$ cat src/verilog/ingress_bus_pkg.sv
/* Datapath sizes and bus word types. All ingress ports are 8 bits wide and
   packets are at most MAX_PKT_BYTES long. */

package ingress_bus_pkg;

    ////////////////////////////////////////
    // Datapath sizes

    localparam int NUM_PORTS     = 4;
    localparam int PORT_IDX_W    = 2;
    localparam int WORD_BYTES    = 4;
    localparam int MAX_PKT_BYTES = 64;
    localparam int MAX_PKT_WORDS = MAX_PKT_BYTES / WORD_BYTES;
    localparam int FIFO_DEPTH    = 32;
    // Wide enough to hold FIFO_DEPTH itself
    localparam int FIFO_CNT_W    = 6;

    ////////////////////////////////////////
    // Beat and word formats

    // One ingress byte, single-cycle strobe
    typedef struct packed {
        logic       valid;
        logic       last;
        logic [7:0] data;
    } port_beat_t;

    // Word held in a port FIFO, lane 0 in bits 7:0
    typedef struct packed {
        logic                      last;
        logic [WORD_BYTES-1:0]     keep;
        logic [WORD_BYTES*8-1:0]   data;
    } fifo_word_t;

    // Converged output word, port carries the source index
    typedef struct packed {
        logic                      valid;
        logic                      last;
        logic [WORD_BYTES-1:0]     keep;
        logic [PORT_IDX_W-1:0]     port;
        logic [WORD_BYTES*8-1:0]   data;
    } bus_word_t;

endpackage

$ cat src/verilog/ingress_csr_pkg.sv
/* Frame counter types and arbiter state encoding. Counters wrap silently. */

package ingress_csr_pkg;

    localparam int CNT_W = 16;

    typedef logic [CNT_W-1:0] frame_cnt_t;

    // One counter per ingress port
    typedef frame_cnt_t [ingress_bus_pkg::NUM_PORTS-1:0] frame_cnts_t;

    typedef enum logic {
        ARB_IDLE,
        ARB_SEND
    } arb_state_e;

endpackage

$ cat src/verilog/byte_packer.sv
/* Packs ingress bytes into FIFO words. A packet is admitted only when its port
   is enabled and the FIFO has room for a maximum-size packet. */

`timescale 1ns/100ps

module byte_packer (
    input  logic                                   core_clk_ifc,
    input  logic                                   rst_n,
    input  ingress_bus_pkg::port_beat_t            beat,
    input  logic                                   enable,
    input  logic [ingress_bus_pkg::FIFO_CNT_W-1:0] free_words,
    output logic                                   wr,
    output ingress_bus_pkg::fifo_word_t            wr_word,
    output logic                                   pkt_done,
    output logic                                   drop
);

    import ingress_bus_pkg::*;

    logic                        in_pkt;
    logic                        accepted;
    logic [1:0]                  lane_cnt;
    logic [WORD_BYTES*8-1:0]     lane_data;
    logic [WORD_BYTES-1:0]       lane_keep;
    logic [WORD_BYTES*8-1:0]     lane_data_nxt;
    logic [WORD_BYTES-1:0]       lane_keep_nxt;
    logic [FIFO_CNT_W-1:0]       free_eff;
    logic                        space_ok;
    logic                        admit;
    logic                        take;
    logic                        word_done;

    // The word written this cycle is not yet counted by the FIFO
    assign free_eff = free_words - FIFO_CNT_W'(wr);
    assign space_ok = free_eff >= FIFO_CNT_W'(MAX_PKT_WORDS);
    assign admit    = enable && space_ok;

    // Decision is taken on the first beat and held for the rest
    assign take      = in_pkt ? accepted : admit;
    assign word_done = beat.last || (lane_cnt == 2'd3);

    always_comb begin
        lane_data_nxt = lane_data;
        lane_keep_nxt = lane_keep;
        lane_data_nxt[lane_cnt*8 +: 8] = beat.data;
        lane_keep_nxt[lane_cnt]        = 1'b1;
    end

    always_ff @(posedge core_clk_ifc) begin
        if (!rst_n) begin
            in_pkt    <= 1'b0;
            accepted  <= 1'b0;
            lane_cnt  <= '0;
            lane_data <= '0;
            lane_keep <= '0;
            wr        <= 1'b0;
            pkt_done  <= 1'b0;
            drop      <= 1'b0;
        end else begin
            wr       <= 1'b0;
            pkt_done <= 1'b0;
            drop     <= 1'b0;
            if (beat.valid) begin
                in_pkt <= !beat.last;
                if (!in_pkt) begin
                    accepted <= admit;
                    // Disabled ports refuse quietly
                    drop     <= enable && !space_ok;
                end
                if (take) begin
                    if (word_done) begin
                        wr        <= 1'b1;
                        pkt_done  <= beat.last;
                        lane_cnt  <= '0;
                        lane_data <= '0;
                        lane_keep <= '0;
                    end else begin
                        lane_cnt  <= lane_cnt + 2'd1;
                        lane_data <= lane_data_nxt;
                        lane_keep <= lane_keep_nxt;
                    end
                end
            end
        end
    end

    // Word payload, unused lanes are already zero
    always_ff @(posedge core_clk_ifc) begin
        if (beat.valid && take && word_done) begin
            wr_word.last <= beat.last;
            wr_word.keep <= lane_keep_nxt;
            wr_word.data <= lane_data_nxt;
        end
    end

endmodule

$ cat src/verilog/port_fifo.sv
/* Word FIFO for one port. The writer must never push into a full FIFO and the
   reader only pops while pkt_avail is set. */

`timescale 1ns/100ps

module port_fifo (
    input  logic                                   core_clk_ifc,
    input  logic                                   rst_n,
    input  logic                                   wr,
    input  ingress_bus_pkg::fifo_word_t            wr_word,
    input  logic                                   rd,
    output ingress_bus_pkg::fifo_word_t            head,
    output logic [ingress_bus_pkg::FIFO_CNT_W-1:0] free_words,
    output logic                                   pkt_avail
);

    import ingress_bus_pkg::*;

    fifo_word_t              mem [FIFO_DEPTH];
    // Pointers wrap naturally at FIFO_DEPTH
    logic [FIFO_CNT_W-2:0]   wr_ptr;
    logic [FIFO_CNT_W-2:0]   rd_ptr;
    logic [FIFO_CNT_W-1:0]   count;
    logic [FIFO_CNT_W-1:0]   pkt_cnt;
    logic                    pkt_in;
    logic                    pkt_out;

    assign head       = mem[rd_ptr];
    assign free_words = FIFO_CNT_W'(FIFO_DEPTH) - count;
    assign pkt_avail  = pkt_cnt != '0;

    assign pkt_in  = wr && wr_word.last;
    assign pkt_out = rd && head.last;

    always_ff @(posedge core_clk_ifc) begin
        if (wr) begin
            mem[wr_ptr] <= wr_word;
        end
    end

    always_ff @(posedge core_clk_ifc) begin
        if (!rst_n) begin
            wr_ptr  <= '0;
            rd_ptr  <= '0;
            count   <= '0;
            pkt_cnt <= '0;
        end else begin
            if (wr) begin
                wr_ptr <= wr_ptr + 1'b1;
            end
            if (rd) begin
                rd_ptr <= rd_ptr + 1'b1;
            end
            count <= count + FIFO_CNT_W'(wr) - FIFO_CNT_W'(rd);
            // Complete packets held
            pkt_cnt <= pkt_cnt + FIFO_CNT_W'(pkt_in) - FIFO_CNT_W'(pkt_out);
        end
    end

endmodule

$ cat src/verilog/rr_packet_arbiter.sv
/* Round-robin arbiter moving whole packets onto the output bus. There is no
   output back-pressure and one idle cycle separates packets. */

`timescale 1ns/100ps

module rr_packet_arbiter (
    input  logic                                                        core_clk_ifc,
    input  logic                                                        rst_n,
    input  logic [ingress_bus_pkg::NUM_PORTS-1:0]                       pkt_avail,
    input  ingress_bus_pkg::fifo_word_t [ingress_bus_pkg::NUM_PORTS-1:0] head,
    output logic [ingress_bus_pkg::NUM_PORTS-1:0]                       rd,
    output ingress_bus_pkg::bus_word_t                                  out
);

    import ingress_bus_pkg::*;
    import ingress_csr_pkg::*;

    arb_state_e              state;
    logic [PORT_IDX_W-1:0]   grant;
    logic [PORT_IDX_W-1:0]   next_port;
    logic [PORT_IDX_W-1:0]   cand;
    logic                    found;
    fifo_word_t              sel_word;

    ////////////////////////////////////////
    // Next requester after the last grant

    always_comb begin
        found     = 1'b0;
        next_port = grant;
        cand      = grant;
        for (int i = 1; i <= NUM_PORTS; i++) begin
            cand = PORT_IDX_W'(grant + i);
            if (!found && pkt_avail[cand]) begin
                found     = 1'b1;
                next_port = cand;
            end
        end
    end

    assign sel_word = head[grant];

    // Pop the granted FIFO every SEND cycle
    always_comb begin
        rd = '0;
        if (state == ARB_SEND) begin
            rd[grant] = 1'b1;
        end
    end

    ////////////////////////////////////////
    // State and output register

    always_ff @(posedge core_clk_ifc) begin
        if (!rst_n) begin
            state <= ARB_IDLE;
            // Search starts one past this, so port 0 goes first
            grant <= PORT_IDX_W'(NUM_PORTS - 1);
            out   <= '0;
        end else begin
            case (state)
                ARB_IDLE: begin
                    out.valid <= 1'b0;
                    if (found) begin
                        grant <= next_port;
                        state <= ARB_SEND;
                    end
                end
                ARB_SEND: begin
                    out.valid <= 1'b1;
                    out.last  <= sel_word.last;
                    out.keep  <= sel_word.keep;
                    out.port  <= grant;
                    out.data  <= sel_word.data;
                    if (sel_word.last) begin
                        state <= ARB_IDLE;
                    end
                end
                default: begin
                    state <= ARB_IDLE;
                end
            endcase
        end
    end

endmodule

$ cat src/verilog/ingress_port_stats.sv
/* Per-port frame counters. Clear wins over a coinciding increment. */

`timescale 1ns/100ps

module ingress_port_stats (
    input  logic                                 core_clk_ifc,
    input  logic                                 rst_n,
    input  logic [ingress_bus_pkg::NUM_PORTS-1:0] pkt_done,
    input  logic [ingress_bus_pkg::NUM_PORTS-1:0] clear,
    output ingress_csr_pkg::frame_cnts_t          frame_cnts
);

    import ingress_bus_pkg::*;
    import ingress_csr_pkg::*;

    always_ff @(posedge core_clk_ifc) begin
        if (!rst_n) begin
            frame_cnts <= '0;
        end else begin
            for (int p = 0; p < NUM_PORTS; p++) begin
                if (clear[p]) begin
                    frame_cnts[p] <= '0;
                end else if (pkt_done[p]) begin
                    frame_cnts[p] <= frame_cnts[p] + CNT_W'(1);
                end
            end
        end
    end

endmodule

$ cat src/verilog/ingress_top.sv
/* Four-port ingress aggregator, single clock. Drop pulses only when a FIFO
   lacks room for a maximum-size packet. */

`timescale 1ns/100ps

module ingress_top (
    input  logic                                                         core_clk_ifc,
    input  logic                                                         rst_n,
    input  ingress_bus_pkg::port_beat_t [ingress_bus_pkg::NUM_PORTS-1:0] beat,
    input  logic [ingress_bus_pkg::NUM_PORTS-1:0]                        enable,
    input  logic [ingress_bus_pkg::NUM_PORTS-1:0]                        clear,
    output ingress_bus_pkg::bus_word_t                                   out,
    output ingress_csr_pkg::frame_cnts_t                                 frame_cnts,
    output logic [ingress_bus_pkg::NUM_PORTS-1:0]                        drop
);

    import ingress_bus_pkg::*;
    import ingress_csr_pkg::*;

    fifo_word_t [NUM_PORTS-1:0]  wr_word;
    fifo_word_t [NUM_PORTS-1:0]  head;
    logic [NUM_PORTS-1:0]        wr;
    logic [NUM_PORTS-1:0]        rd;
    logic [NUM_PORTS-1:0]        pkt_done;
    logic [NUM_PORTS-1:0]        pkt_avail;
    logic [FIFO_CNT_W-1:0]       free_words [NUM_PORTS];

    ////////////////////////////////////////
    // Per-port packer and buffer

    for (genvar p = 0; p < NUM_PORTS; p++) begin : g_port
        byte_packer u_packer (
            .core_clk_ifc (core_clk_ifc),
            .rst_n        (rst_n),
            .beat         (beat[p]),
            .enable       (enable[p]),
            .free_words   (free_words[p]),
            .wr           (wr[p]),
            .wr_word      (wr_word[p]),
            .pkt_done     (pkt_done[p]),
            .drop         (drop[p])
        );

        port_fifo u_fifo (
            .core_clk_ifc (core_clk_ifc),
            .rst_n        (rst_n),
            .wr           (wr[p]),
            .wr_word      (wr_word[p]),
            .rd           (rd[p]),
            .head         (head[p]),
            .free_words   (free_words[p]),
            .pkt_avail    (pkt_avail[p])
        );
    end

    rr_packet_arbiter u_arb (
        .core_clk_ifc (core_clk_ifc),
        .rst_n        (rst_n),
        .pkt_avail    (pkt_avail),
        .head         (head),
        .rd           (rd),
        .out          (out)
    );

    // Counts admitted packets, beside the datapath
    ingress_port_stats u_stats (
        .core_clk_ifc (core_clk_ifc),
        .rst_n        (rst_n),
        .pkt_done     (pkt_done),
        .clear        (clear),
        .frame_cnts   (frame_cnts)
    );

endmodule

$ cat config.mk
export PLATFORM = sky130hd
export DESIGN_NAME = ingress_top
export DESIGN_NICKNAME = d
export VERILOG_FILES = /design/src/verilog/ingress_bus_pkg.sv /design/src/verilog/ingress_csr_pkg.sv /design/src/verilog/byte_packer.sv /design/src/verilog/port_fifo.sv /design/src/verilog/rr_packet_arbiter.sv /design/src/verilog/ingress_port_stats.sv /design/src/verilog/ingress_top.sv
export SDC_FILE = /design/constraint.sdc
export NUM_CORES = 2
export LEC_CHECK = 0
export BUFFER_PORTS_ARGS = -buffer_cell sky130_fd_sc_hd__buf_2
export CORE_ASPECT_RATIO = 0.7
export CORE_UTILIZATION = 40
export CTS_CLUSTER_DIAMETER = 50
export DETAILED_ROUTE_END_ITERATION = 10
export PLACE_DENSITY = 0.61
export SETUP_SLACK_MARGIN = 0.4
export SYNTH_ARGS = -nofsm -noshare
export SYNTH_HDL_FRONTEND = slang
export SYNTH_MEMORY_MAX_BITS = 65536
export SYNTH_SLANG_ARGS = --single-unit
$ cat constraint.sdc
create_clock -name core_clk_ifc -period 4.8 [get_ports core_clk_ifc]
set_clock_uncertainty 0.2 [all_clocks]
set_input_delay 0 -clock core_clk_ifc [delete_from_list [all_inputs] [get_ports core_clk_ifc]]
set_output_delay 0 -clock core_clk_ifc [all_outputs]
set_load 0.01 [all_outputs]
==> After elaboration in Yosys (flattened, before gate mapping) <==
Memory sizes are Yosys's and may differ from the RTL's. A register that Yosys moved wholly into a read port is not among the register bits.
Cells that the tools add are included.
{ "classes": {"reduce_logical": 73, "n_addsub": 48, "n_bitwise": 10, "n_shift": 8, "magnitude_cmp": 18, "n_mux": 73, "n_eq_ne": 4} }
{ "ops": {"columns": ["op", "count"], "rows": [
  ["5-bit negation with 34-bit output", 4],
  ["8-bit by 34-bit variable shift with 32-bit output (first input constant)", 4],
  ["8-bit by 34-bit indexed part select with 32-bit output", 4],
  ["32-bit bitwise mux", 4],
  ["32-bit 2-to-1 mux", 4],
  ["37-bit binary-select mux with 2-bit select", 1],
  ["6-bit by 1-bit subtractor with 6-bit output", 12],
  ["16-bit by 1-bit adder with 16-bit output (second input constant)", 4],
  ["6-bit by 1-bit adder with 6-bit output", 8],
  ["5-bit by 1-bit adder with 5-bit output (second input constant)", 8],
  ["5-bit 2-to-1 mux", 8],
  ["37-bit 2-to-1 mux", 1],
  ["1-bit logical AND", 32],
  ["1-bit 2-to-1 mux", 31],
  ["2-bit by 3-bit less-than comparator with 1-bit output (second input constant)", 9],
  ["6-bit by 5-bit greater-or-equal comparator with 1-bit output (second input constant)", 4],
  ["6-bit nonzero test", 4],
  ["6-bit subtractor (first input constant)", 4],
  ["4-bit 2-to-1 mux", 5],
  ["2-bit 2-to-1 mux", 8],
  ["4-bit OR", 4],
  ["4-bit AND reduction", 4],
  ["3-bit AND reduction", 5],
  ["2-bit by 1-bit adder with 2-bit output (second input constant)", 6],
  ["other kinds (13)", 56]
]} }
{ "totals": {"wordCells": 309, "mem_bits_rw": 4736, "register_bits": 515, "n_memories": 4} }
{ "memory_table": {"columns": ["memory", "words", "word_bits", "read_ports", "rd_ports_with_merged_regs", "wr", "line", "text"], "rows": [
  ["g_port[0].u_fifo.mem", 32, 37, 1, 1, 1, "port_fifo.sv:19", "fifo_word_t mem [FIFO_DEPTH];"],
  ["g_port[1].u_fifo.mem", 32, 37, 1, 1, 1, "port_fifo.sv:19", null],
  ["g_port[2].u_fifo.mem", 32, 37, 1, 1, 1, "port_fifo.sv:19", null],
  ["g_port[3].u_fifo.mem", 32, 37, 1, 1, 1, "port_fifo.sv:19", null]
]} }

==> Logic depth before layout (Yosys ltp) <==
{ "depth": {"ltp_word": 15, "mapped_depth": 19} }

==> Modules after synthesis <==
Synthesis repeated with hierarchy kept, for this count alone.
{ "unflattened": {"hier_cells": 9301, "hier_area_um2": 204601.2} }
{ "by_module_without_submodules": {"columns": ["mod", "instances", "cells_per_inst", "area_each_um2"], "rows": [
  ["port_fifo (g_port[2].u_fifo ...)", 2, 1912, 46533.4],
  ["port_fifo (g_port[1].u_fifo)", 1, 1912, 46473.3],
  ["port_fifo (g_port[0].u_fifo)", 1, 1915, 46445.8],
  ["byte_packer", 4, 274, 3273.1],
  ["ingress_port_stats", 1, 329, 2821.5],
  ["rr_packet_arbiter", 1, 225, 2701.3]
]} }

==> Worst setup path after synthesis <==
No wires, ideal clock.
{ "synth_timing": {"path_kind": "register -> register", "startpoint": "reg g_port[1].u_fifo.count[2]", "endpoint": "reg g_port[1].u_packer.wr_word[0] (netlist name)", "slack_ns": 0.488, "arrival_time_ns": 3.681, "t_required_ns": 4.169, "stages_incl_launch_ff": 10, "setup_time_ns": 0.431, "period_less_slack_ns": 4.312, "path_cell_list": "dfxtp_1 -> inv_1 -> ha_1 -> nor4b_2 -> o31a_1 -> a21boi_0 -> or3b_1 -> a211oi_4 -> nor2_1 -> nor2_1"} }
{ "synth_between": {"elab_chain_len": 7} }
{ "synth_lines": {"columns": ["element", "line", "text"], "rows": [
  ["start: declaration", "port_fifo.sv:23", "logic [FIFO_CNT_W-1:0] count;"],
  ["start signal: assignment", "port_fifo.sv:54", "count <= count + FIFO_CNT_W'(wr) - FIFO_CNT_W'(rd);"],
  ["6-bit subtractor", "port_fifo.sv:29", "assign free_words = FIFO_CNT_W'(FIFO_DEPTH) - count;"],
  ["6-bit by 1-bit subtractor with 6-bit output", "byte_packer.sv:34", "assign free_eff = free_words - FIFO_CNT_W'(wr);"],
  ["6-bit by 5-bit greater-or-equal comparator with 1-bit output", "byte_packer.sv:35", "assign space_ok = free_eff >= FIFO_CNT_W'(MAX_PKT_WORDS);"],
  ["1-bit logical AND", "byte_packer.sv:36", "assign admit = enable && space_ok;"],
  ["1-bit 2-to-1 mux", "byte_packer.sv:39", "assign take = in_pkt ? accepted : admit;"],
  ["1-bit logical AND (2 in series)", "byte_packer.sv:89", "if (beat.valid && take && word_done) begin"]
]} }
Every way passes these cells.
A chain may end at the register's enable or synchronous reset.

==> results.cfg <==
[status]
status = finished clean

[pwr]
p_per_area_mw_per_mm2 = 448.8
power_mw = 105.1
ir_drop_v = 0.0004338
leakage_nw = 71.33

[critical_path]
worst_setup_path_start_kind = primary input
worstPathRequired_ns = 5.53
setup.worst_path.end = g_port[2].u_packer.lane_data[25]$_SDFFE_PN0P_
worstSetupStartpoint = rst_n
reg2reg_depth = 12
cp_max_fo = 82
end_kind = flop
critPathArrivalTime_ns = 5.15
reg2reg_slack_ns = 0.44
rr_endpoint = g_port[2].u_packer.lane_data[25]$_SDFFE_PN0P_
r2r-start = g_port[2].u_fifo.count[2]$_SDFF_PN0_
crit_type = in2reg

[layout]
nets = 10938
layout.cells.non_filler = 17924
final_layout_size_suffix_gt1_frac = 0.2547
fin_util = 0.4604
area_growth_syn_to_layout_pct = 14.61

[route]
ant_nets = 0
wl_um = 551500
viasPerCell = 5.852
first_pass_iters = 6
drtIter0Drc = 13039
drc = 0
wire_per_inst_um = 30.77
vias = 104887

[synthesis]
async_flop_share = 0
synth_edf_count = 4884
postSynthAreaPerCell_um2 = 20.18
synth_top_area_share = 0.7179
ys_types = 73
synth.largest_area_cell = edfxtp_1
yosys_register_bits = 5271
yosys-top-cells-count = edfxtp_1, mux4_2, nor2_1, nand2_1, dfxtp_1
syn-instance-count = 10123
synthTopCellsByArea = edfxtp_1, mux4_2, dfxtp_1
ys_warn_count = 0
synth_nets = 10313
ys.flop_type = edfxtp_1
yosysSeqAreaShare = 0.7558
yosysMostFrequentCell = edfxtp_1
syn-cell-area_mm2 = 0.2043

[global_routing]
track_usage = 0.2100
grt_max_degree = 141
grt_pass1_vias = 104816
grt_pass1_wl_um = 779600
grt_overflow = 0
antenna_found_initial = 29

[floorplanning]
core-area_mm2 = 0.5086
start_util = 0.4017
io_pins = 158
num_rows = 219
die_w_um = 856.2
dieArea_mm2 = 0.5137
die_h_um = 599.9

[timing]
fin_crit_ns = 4.413
rsz0062_at_grt = true
tns_ns = 0
tightestPinTransition_ns = 1.290
finalSetupViolCount = 0
fin_crit_sh = 0.9194
final_hold_viol_count = 0
slew_headroom = 0.1399
max_freq_mhz = 226.6
finalMaxSlewViolations = 0

[clock_network]
cts_root_buf = clkbuf_16
clk-insertion-delay-late_ns = 1.08
cts_tree = yes
clk_path_buf_depth = 4
clk_pin_slew_ns = 0.06
post_cts_buffers = 0
cts_buffers = 518
htree_levels = 6
cts.sinks = 5271

[placement]
gp_congestion = 0.7987
port_buffers = 157
place_inst = 16853
dp_hpwl_um = 315900

[hold_path]
hold_class = in2reg

[flow_run]
drv_cap = 0
==> state kept, by name (all words and copies together), names as in the netlist, named ones only <==
name                       count
g_port.u_fifo.count           24
g_port.u_fifo.pkt_cnt         24
g_port.u_packer.wr             4
u_arb.out                     40
g_port.u_packer.pkt_done       4
g_port.u_packer.lane_keep     16
g_port.u_packer.drop           4
g_port.u_fifo.rd_ptr          20
u_arb.grant                    2
g_port.u_packer.in_pkt         4
g_port.u_packer.accepted       4
g_port.u_packer.wr_word      148
g_port.u_packer.lane_data    128
g_port.u_packer.lane_cnt       8
g_port.u_fifo.wr_ptr          20
u_arb.state                    1
u_stats.frame_cnts            64
g_port.u_fifo.mem           4736
==> logic make-up after synthesis <==
kind of cell               share of synthesized area
xor gates and xnor gates                    0.005101
AOI/OAI and AO/OA                            0.02600
adders and majority gates                   0.008917
muxes                                         0.1585
DFF                                           0.7558
and+or+nand+nor                              0.02894
buffers and inverters                        0.01679
==> layout make-up <==
| type | count | area (um2) |
|---|---|---|
| diodes | 14 | 35.03 |
| clock buffers | 656 | 13860 |
| fillers | 41750 | 274400 |
| repair buffers | 647 | 5733 |
| well taps | 6740 | 8433 |
| flip-flops and latches | 5271 | 154500 |
| multi-input cells | 4065 | 47610 |
| inverters | 245 | 929.6 |
| clock inverters | 286 | 3075 |
==> how the worst min path moves through the flow <==
stage / from / end / depth (start not counted) / slack (ns)
6_report: beat[6] / g_port[0].u_packer.wr_word[30]$_DFFE_PP_ / 4 / 0.02
5_1_grt: beat[6] / g_port[0].u_packer.wr_word[30]$_DFFE_PP_ / 4 / 0.004
4_1_cts: beat[6] / g_port[0].u_packer.wr_word[14]$_DFFE_PP_ / 4 / 0.002
3_5_place_dp: beat[19] / g_port[1].u_packer.in_pkt$_SDFFE_PN0P_ / 2 / 0.04
3_3_place_gp: beat[19] / g_port[1].u_packer.in_pkt$_SDFFE_PN0P_ / 2 / 0.04
2_1_floorplan: beat[9] / g_port[0].u_packer.in_pkt$_SDFFE_PN0P_ / 1 / -0.11
==> report_power, final <==
part	internal, mW	switching (mW)
sequential	51.5	1.62
clock	22.8	18.0
combinational	4.93	6.29
==> through the flow <==
step	instance area [um2]	hold slack [ns]	worst slack, ns
after floorplan	204300	-0.1054	0.4878
after global placement	216000	0.03537	0.04392
after detailed placement	216000	0.03910	0.1046
after CTS	234100	0.001748	0.4012
after global routing	234100	0.004261	0.2678
final	234200	0.02478	0.3867
==> timing repair <==
item / CTS / global route
hold endpoints to repair: 616 / 0
endpoints found under the setup margin: 3 / 10
gates resized for setup: 3 / 7
hold buffers: 115 / 0
==> worst max-delay path: stages <==
cell and delay, ns:
dlygate4sd3_1 0.53, dlygate4sd3_1 0.56, buf_4 0.19, dlygate4sd3_1 0.76, inv_8 0.48, buf_4 0.76
nor3_2 0.07, buf_4 0.28, nand3_1 0.13, dlygate4sd3_1 0.55, o31ai_1 0.07, dlygate4sd3_1 0.59
==> per-layer routing <==
layer | wire length, um | vias to the layer above | global-route usage
met3 | 53980 | 823 | 0.04094
met2 | 245200 | 5376 | 0.3133
li1 | - | 42492 | -
met4 | 16550 | 8 | 0.06009
met5 | 55 | - | 0
met1 | 235700 | 56188 | 0.3160
==> cell usage in the layout, fill, tap and decap left out, drive strengths merged, types with 17 or more instances in the layout <==
cell / synthesis / routed
o21ai: 210 / 210
a21oi: 191 / 191
nor3: 24 / 24
o211ai: 33 / 33
nand3: 159 / 159
inv: 242 / 288
o221ai: 33 / 33
buf: 312 / 532
xor2: 80 / 80
nand2: 396 / 396
clkbuf: 230 / 656
dlygate4sd3: 0 / 115
edfxtp: 4884 / 4884
ha: 132 / 132
and2: 41 / 41
o41ai: 35 / 35
bufinv: 0 / 38
nor2: 571 / 571
clkinv: 3 / 191
a211oi: 100 / 100
o31ai: 37 / 37
o22ai: 33 / 33
mux2i: 287 / 287
or2: 22 / 22
and3: 17 / 17
nand4: 25 / 25
mux2: 68 / 68
mux4: 1276 / 1276
a22oi: 71 / 71
dfxtp: 387 / 387
xnor2: 39 / 39
Note: power is estimated with default switching activity, not from simulation.
